File: config.mk
export PLATFORM = sky130hd
export DESIGN_NAME = dnc_write_key
export DESIGN_NICKNAME = d
export VERILOG_FILES = /design/src/dnc_pkg.sv /design/src/dnc_write_key.sv
export SDC_FILE = /design/constraint.sdc
export NUM_CORES = 1
export LEC_CHECK = 0
export BUFFER_PORTS_ARGS = -buffer_cell sky130_fd_sc_hd__buf_2
export CAP_MARGIN = 30
export CORE_MARGIN = 2
export CORE_UTILIZATION = 47
export CTS_CLUSTER_SIZE = 10
export DETAILED_ROUTE_END_ITERATION = 10
export GPL_TIMING_DRIVEN = 0
export PLACE_DENSITY = 0.84
export SYNTH_ARGS = -nofsm -noshare
export SYNTH_HDL_FRONTEND = slang
export SYNTH_SLANG_ARGS = --single-unit
export TNS_END_PERCENT = 100
File: constraint.sdc
create_clock -name CLK -period 1.9 [get_ports CLK]
set_input_delay 0.19 -clock CLK [delete_from_list [all_inputs] [get_ports CLK]]
set_output_delay 0.19 -clock CLK [all_outputs]
set_load 0.05 [all_outputs]
File: src/dnc_pkg.sv
// Shared sizes, element and column types and FSM state enums for the DNC write head
`default_nettype none

package dnc_pkg;

  ////////////////////
  // Sizes
  ////////////////////

  // One signed key, memory or value element
  localparam int DATA_SIZE = 16;
  // Element counters and SIZE_W_IN
  localparam int INDEX_SIZE = 4;
  // Elements per memory row
  localparam int W_MAX = 8;
  // Memory rows and row address width
  localparam int N_ROWS = 8;
  localparam int ROW_SIZE = 3;
  // Dot-product accumulator with headroom over eight 32-bit products
  localparam int ACC_SIZE = 40;

  ////////////////////
  // Types
  ////////////////////

  typedef logic signed [DATA_SIZE-1:0] data_t;

  // Elements at one column index across all rows
  typedef data_t [N_ROWS-1:0] column_t;

  typedef enum logic {STARTER_STATE, ENDER_STATE} write_key_state_t;
  typedef enum logic [1:0] {MATCH_IDLE, MATCH_ACC, MATCH_SELECT} match_state_t;
  typedef enum logic {WRITE_IDLE, WRITE_ROW} write_state_t;

endpackage

`default_nettype wire
File: src/dnc_write_key.sv
// Write-key stage that counts key elements, forwards each one registered and flags the last
`timescale 1ns/1ns
`default_nettype none

module dnc_write_key (
  // Clock and reset
  input  logic                                 CLK,
  input  logic                                 RST,

  // Control
  input  logic                                 START,
  output logic                                 READY,
  input  logic                                 K_IN_ENABLE,
  output logic                                 K_OUT_ENABLE,

  // Data
  input  logic        [dnc_pkg::INDEX_SIZE-1:0] SIZE_W_IN,
  input  logic signed [dnc_pkg::DATA_SIZE-1:0]  K_IN,
  output logic signed [dnc_pkg::DATA_SIZE-1:0]  K_OUT
);

  ////////////////////
  // Signals
  ////////////////////

  dnc_pkg::write_key_state_t state;

  // Elements accepted so far
  logic [dnc_pkg::INDEX_SIZE-1:0] index_loop;
  logic [dnc_pkg::INDEX_SIZE-1:0] last_index;

  ////////////////////
  // Body
  ////////////////////

  // Index of the final key element
  assign last_index = SIZE_W_IN - dnc_pkg::INDEX_SIZE'(1);

  // Key forwarded one element per enable
  always_ff @(posedge CLK or posedge RST) begin
    if (RST) begin
      state        <= dnc_pkg::STARTER_STATE;
      index_loop   <= '0;
      READY        <= 1'b0;
      K_OUT_ENABLE <= 1'b0;
      K_OUT        <= '0;
    end else begin
      case (state)
        dnc_pkg::STARTER_STATE: begin
          // Outputs quiet between keys
          READY        <= 1'b0;
          K_OUT_ENABLE <= 1'b0;
          if (START) begin
            index_loop <= '0;
            state      <= dnc_pkg::ENDER_STATE;
          end
        end
        dnc_pkg::ENDER_STATE: begin
          // Enable mirrors the input one cycle later including gaps
          K_OUT_ENABLE <= K_IN_ENABLE;
          if (K_IN_ENABLE) begin
            K_OUT <= K_IN;
            if (index_loop == last_index) begin
              // READY rides with the last K_OUT_ENABLE
              READY <= 1'b1;
              state <= dnc_pkg::STARTER_STATE;
            end else begin
              index_loop <= index_loop + dnc_pkg::INDEX_SIZE'(1);
            end
          end
        end
        default: begin
          state <= dnc_pkg::STARTER_STATE;
        end
      endcase
    end
  end

endmodule

`default_nettype wire

==> metrics.yaml, run 1 <==
worst_setup_path:
  crit_type: "flip-flop to flip-flop"
  cp-end-kind: "flip-flop"
  worstPathMaxFanout: 8
  cp_cell_sequence: "xor3_4 -> nor4b_1 -> o21ai_0"
  crit_path_max_incr_delay_ps: 530
  crit_required_ps: 2090
  slowest_stage: "xor3_4"
  critPathLaunchType: "flip-flop"
  crit_arrival_ps: 1840
clock_network:
  cts_made_buffers: 3
  clk_pin_slew_ps: 120
  cts_tree: "built"
  postCtsResizedCells: 0
  cts_max_level: 1
  cts_num_sinks: 23
  clk_latency_ps: 310
  cts_root_buf: "clkbuf_4"
  postCtsSetupBuffers: 0
  holdBufCountCts: 0
  clk_path_buf_depth: 2
status:
  status: "complete, no violations"
routing:
  routedWlPerCell_um: 12.0
  drt-vias-per-instance: 4.98
  vias: 952
  routed_wl_um: 2300
  drt_iter0_drc: 10
  drc: 0
  ant_nets: 0
  drtPass1Iterations: 4
timing:
  finalCriticalPeriod_ps: 1650
  fin_hold_ws_ps: 22.3
  slew_viol_final: 0
  period_share: 0.867
  worstMarginPinSlew_ps: 837
  setup_viol: 0
  fmax_ghz: 0.607
  finalHoldViolCount: 0
  relSlewSlack: 0.441
  rsz0062_at_grt: "no"
  tns_ps: 0
  clock_skew_ps: 1.29
grt:
  grt_pass1_wl_um: 3970
  grt_pass1_vias: 925
  grt_use_total: 0.200
  grt_start_max_net_pins: 24
  overflow: 0
  antenna_found_initial: 0
layout:
  fin_util: 0.614
  n_fill_cell: 192
  nNetsFinal: 190
  layout-drive-gt1-share: 0.282
  mostFrequentLayoutCell: "nand2_1"
  syn2layout_area_growth_pct: 25.0
  diodes: 0
  stdcell_count: 191
  most-common-layout-cells: "nand2_1, buf_2, dfrtp_1"
power:
  vdd_ir_drop_max_v: 0.00100
  p_sw_uw: 1110
  clockPowerShare: 0.104
  powerDensity_mw_per_mm2: 1630
  p_comb_frac: 0.530
  intPower_uw: 1060
  seqPwrFrac: 0.367
  fin_total_pwr_uw: 2170
  swShare: 0.511
  p_leak_uw: 0.000759
place:
  port_buffers: 41
  dp_cells: 187
  gp_congestion: 0.769
  hpwl_um: 1770
yosys:
  synth_area_mm2: 0.00107
  ys.flop_type: "dfrtp_1"
  synth_cells: 118
  ys_types: 26
  avgSynthCellArea_um2: 9.03
  yosysSeqAreaShare: 0.540
  syn_nets: 144
  ys_async_sr_fraction: 1.00
  yosysWarnings: 0
  ys_ff_latch: 23
  ys_top_cells_by_area: "dfrtp_1, nand2_1, xor3_4"
  synth_edf_count: 0
  synth_top_cell_by_area: "dfrtp_1"
  yosysTopAreaCellShare: 0.540
floorplan:
  die-area_mm2: 0.00267
  core.rowCount: 17
  initial_core_util: 0.491
  core-area_mm2: 0.00217
  fp.dieW_um: 51.6
  ios: 42
  die_h_um: 51.6
hold_path:
  hp-class: "input pin to async pin"
job:
  max-cap-violations: 0
[cells in the mapped netlist, types with 2 or more instances]
library cell,n
xor2_1,2
or4_1,2
o211ai_1,2
dfrtp_1,23
xnor2_1,2
o21ai_0,3
nand3_1,3
inv_1,7
nor3_1,2
ha_1,2
nand2_1,54
buf_1,2
[kinds of logic (layout without fill, tap and decap cells)]
logic type,count (synthesis),after routing,share of synthesized area
simple gates,67,67,0.269
flops,23,23,0.540
compound gates,10,10,0.0645
buf+inv,10,55,0.0352
xor+xnor,5,5,0.0587
fa+ha+maj,2,2,0.0235
mux,1,1,0.00939
[state kept, by name (all words and copies together) (netlist names)]
| name | cells |
|---|---|
| K_OUT_ENABLE | 1 |
| READY | 1 |
| K_OUT | 16 |
| state | 1 |
| index_loop | 4 |
[layout make-up]
class,instances,area (µm²),share of cell area
buffer,3,11.3,0.00845
clock buffer,4,26.3,0.0197
inverter,7,26.3,0.0197
multi-input combinational,85,453,0.340
sequential,23,576,0.432
tap,28,35.0,0.0263
timing repair buffer,41,205,0.154
[stage by stage]
step	cell area, µm²	worst slack (ps)
final	1330	253
after global routing	1330	88.3
after CTS	1330	248
after detailed placement	1310	136
after global placement	1310	214
after floorplan	1070	389
[power groups by stage]
stage	Combinational (µW)	Sequential [µW]	Clock, µW
6_report	1150	796	226
5_1_grt	1250	822	250
4_1_cts	1160	795	234
3_5_place_dp	1160	805	0
3_3_place_gp	1110	796	0
2_1_floorplan	409	1260	0
[worst paths after layout]
path / start / to / slack (ps) / cells after the start
worst min register to register: K_OUT[14]$_DFFE_PP0P_ / K_OUT[14]$_DFFE_PP0P_ / 490 / 2
max in group asynchronous: RST / index_loop[1]$_DFFE_PP0P_ / 1360 / 2
min in group CLK: K_IN[7] / K_OUT[7]$_DFFE_PP0P_ / 60 / 3
worst max-delay path: index_loop[2]$_DFFE_PP0P_ / state$_DFF_PP0_ / 250 / 3
worst max register to register: index_loop[2]$_DFFE_PP0P_ / state$_DFF_PP0_ / 250 / 3
worst min-delay path: RST / K_OUT[14]$_DFFE_PP0P_ / 20 / 2
[layer usage]
metal / track usage / part of all wire / vias to the layer above
met2: 0.323 / 0.51 / 29
met3: 0.0603 / 0.055 / 2
met1: 0.258 / 0.43 / 446
met4: 0.0658 / 0.0070 / 0
met5: 0 / 0 / -
li1: - / - / 475
[critical path, delay by kind of cell (launching register included)]
family                    cells  cell delay, ps
xor gates and xnor gates      1             530
DFF                           1             450
and+or+nand+nor               1             410
AOI/OAI and AO/OA             1             140
No activity file was read; power rests on OpenSTA's default activity.
==> run 2: changes to the inputs <==
Settings changed: CORE_UTILIZATION 47 to 50, GPL_TIMING_DRIVEN 0 to not set, PLACE_DENSITY 0.84 to 0.88.
Clock period 1.9 ns to 2.04 ns, I/O delays scaled along.
==> run 2 against run 1 <==
Against the previous run:
- sequential cell count is the same
- register-to-register slack gained 120 ps
- first-iteration DRC count grew to 2.8 times the previous value
- fmax shrank 1.3%
- critical path depth is the same
- die area shrank 5.5%
- core utilization grew 5.9 points
- setup slack gained 120 ps
- global-route usage grew 0.92 points
- largest cell class unchanged
- largest power group unchanged
==> metrics.yaml, run 2 (same netlist as run 1, synthesis figures left out) <==
layout:
  diodes: 0  # unchanged
  multi_input_area_um2: 453  # unchanged
  mostFrequentLayoutCell: "nand2_1"
  top_regs: "K_OUT: 16 flops, index_loop: 4 flops"
  most-common-layout-cells: "nand2_1, buf_2, dfrtp_1"
  n_fill_cell: 175  # -8.9%
  nNetsFinal: 189  # -0.53%
  largest_register_ffs: 16  # unchanged
  ff_latch_area_um2: 576  # unchanged
  layout-drive-gt1-share: 0.296  # +0.0141
  stdcell_count: 189  # -1.0%
  regMostFlops: "K_OUT"
  syn2layout_area_growth_pct: 25.2
clock_network:
  cts_max_level: 1  # unchanged
  postCtsResizedCells: 0  # unchanged
  clk_pin_slew_ps: 120  # about the same
  clk_path_buf_depth: 2  # unchanged
  cts_tree: "built"
  holdBufCountCts: 0  # unchanged
  cts_num_sinks: 23  # unchanged
  cts_made_buffers: 3  # unchanged
  cts_root_buf: "clkbuf_4"
  clk_latency_ps: 310  # about the same
  postCtsSetupBuffers: 0  # unchanged
grt:
  grt_use_total: 0.209  # +0.00918
  antenna_found_initial: 0  # unchanged
  grt_pass1_wl_um: 4000  # +0.71%
  grt_pass1_vias: 948  # +2.5%
  overflow: 0  # unchanged
  grt_start_max_net_pins: 24  # unchanged
power:
  powerDensity_mw_per_mm2: 1520  # -6.7%
  seqPwrFrac: 0.369  # +0.002
  swShare: 0.512  # about the same
  vdd_ir_drop_max_v: 0.000779  # -22%
  clockPowerShare: 0.106  # +0.002
  intPower_uw: 992  # -6.5%
  p_sw_uw: 1040  # -6.5%
  p_comb_frac: 0.526  # -0.004
  p_leak_uw: 0.000765  # +0.80%
place:
  dp_cells: 185  # -1.1%
  hpwl_um: 1760  # -0.71%
  port_buffers: 41  # unchanged
  gp_congestion: 0.788  # +2.4%
  place_ws_ps: 235  # +98.5 ps
job:
  max-cap-violations: 0  # unchanged
worst_setup_path:
  cp-end-kind: "flip-flop"
  worst-r2r-cell-count: 3  # unchanged
  worstPathMaxFanout: 8  # unchanged
  crit_required_ps: 2290  # +200 ps
  crit_arrival_ps: 1920  # +80 ps
  crit_type: "flip-flop to flip-flop"
  critPathLaunchType: "flip-flop"
timing:
  relSlewSlack: 0.439  # -0.00193
  slew_viol_final: 0  # unchanged
  setup_viol: 0  # unchanged
  tns_ps: 0  # unchanged
  fin_ws_ps: 372  # +119 ps
  clock_skew_ps: 0.890  # -0.404 ps
  rsz0062_at_grt: "no"
  period_share: 0.818  # -0.0492
  fmax_ghz: 0.600  # -1.3%
  finalCriticalPeriod_ps: 1670  # +20.9 ps
  worstMarginPinSlew_ps: 840  # +2.89 ps
  finalHoldViolCount: 0  # unchanged
floorplan:
  fp.dieW_um: 50.2  # -2.8%
  ios: 42  # unchanged
  die-area_mm2: 0.00252  # -5.5%
  core.rowCount: 16  # -1
  die_h_um: 50.2  # -2.8%
  initial_core_util: 0.538  # +0.0465
  core-area_mm2: 0.00198  # -8.7%
routing:
  highest_layer: "met4"
  ant_nets: 0  # unchanged
  vias: 962  # +1.1%
  drt_iter0_drc: 28  # +18
  met1_length_um: 918  # -6.9%
  drc: 0  # unchanged
  drt-vias-per-instance: 5.09  # +2.1%
  route.met3.wl_um: 134  # +5.5%
  wl_met2_um: 1250  # +7.0%
  drtPass1Iterations: 4  # unchanged
  routed_wl_um: 2340  # +1.8%
  routedWlPerCell_um: 12.4  # +2.9%
status:
  status: "complete, no violations"
hold_path:
  hp-class: "input pin to async pin"
run 2: changes by cell type in the layout (fill, tap and decap cells not counted):
cell,change
clkbuf_1,-1
buf_1,-2
buf_4,+2
run 2: final cells by class:
cell class / count / share of cell area
multi-input cells: 85 / 0.339
flip-flops and latches: 23 / 0.431
repair buffers: 43 / 0.165
well taps: 27 / 0.0253
inverters: 7 / 0.0197
clock buffers: 4 / 0.0197
run 2: critical path, stage by stage (launching register included):
cell and delay [ps]:
dfrtp_1 460, xor3_4 530, or4_1 510, nand4_1 110
run 2: routing by layer:
| layer | up-vias | global-route usage |
|---|---|---|
| met1 | 451 | 0.251 |
| met5 | - | 0 |
| met3 | 4 | 0.0298 |
| li1 | 473 | - |
| met2 | 34 | 0.379 |
| met4 | 0 | 0.0741 |
run 2: power groups by stage:
stage / sequential (µW) / combinational (µW) / clock [µW]
final: 749 / 1070 / 215
after global routing: 769 / 1160 / 240
after CTS: 746 / 1080 / 217
after detailed placement: 757 / 1070 / 0
after global placement: 744 / 1040 / 0
after floorplan: 1180 / 381 / 0
run 2: path summary, 6_finish.rpt:
check | end | slack, ps | start
max | index_loop[3]$_DFFE_PP0P_ | 370 | index_loop[2]$_DFFE_PP0P_
min | K_OUT[7]$_DFFE_PP0P_ | 40 | RST
max reg2reg | index_loop[3]$_DFFE_PP0P_ | 370 | index_loop[2]$_DFFE_PP0P_
min reg2reg | K_OUT[12]$_DFFE_PP0P_ | 480 | K_OUT[12]$_DFFE_PP0P_
max in group asynchronous | index_loop[2]$_DFFE_PP0P_ | 1490 | RST
min in group CLK | K_OUT[11]$_DFFE_PP0P_ | 70 | K_IN[11]
run 2: metrics by stage:
stage	hold WS (ps)	power (µW)	util	instance area, µm²
after floorplan	206	1560	-	1070
after global placement	394	1780	0.660	1310
after detailed placement	399	1830	0.660	1310
after CTS	68.8	2040	0.674	1340
after global routing	61.8	2160	0.674	1340
final	35.2	2030	0.674	1340
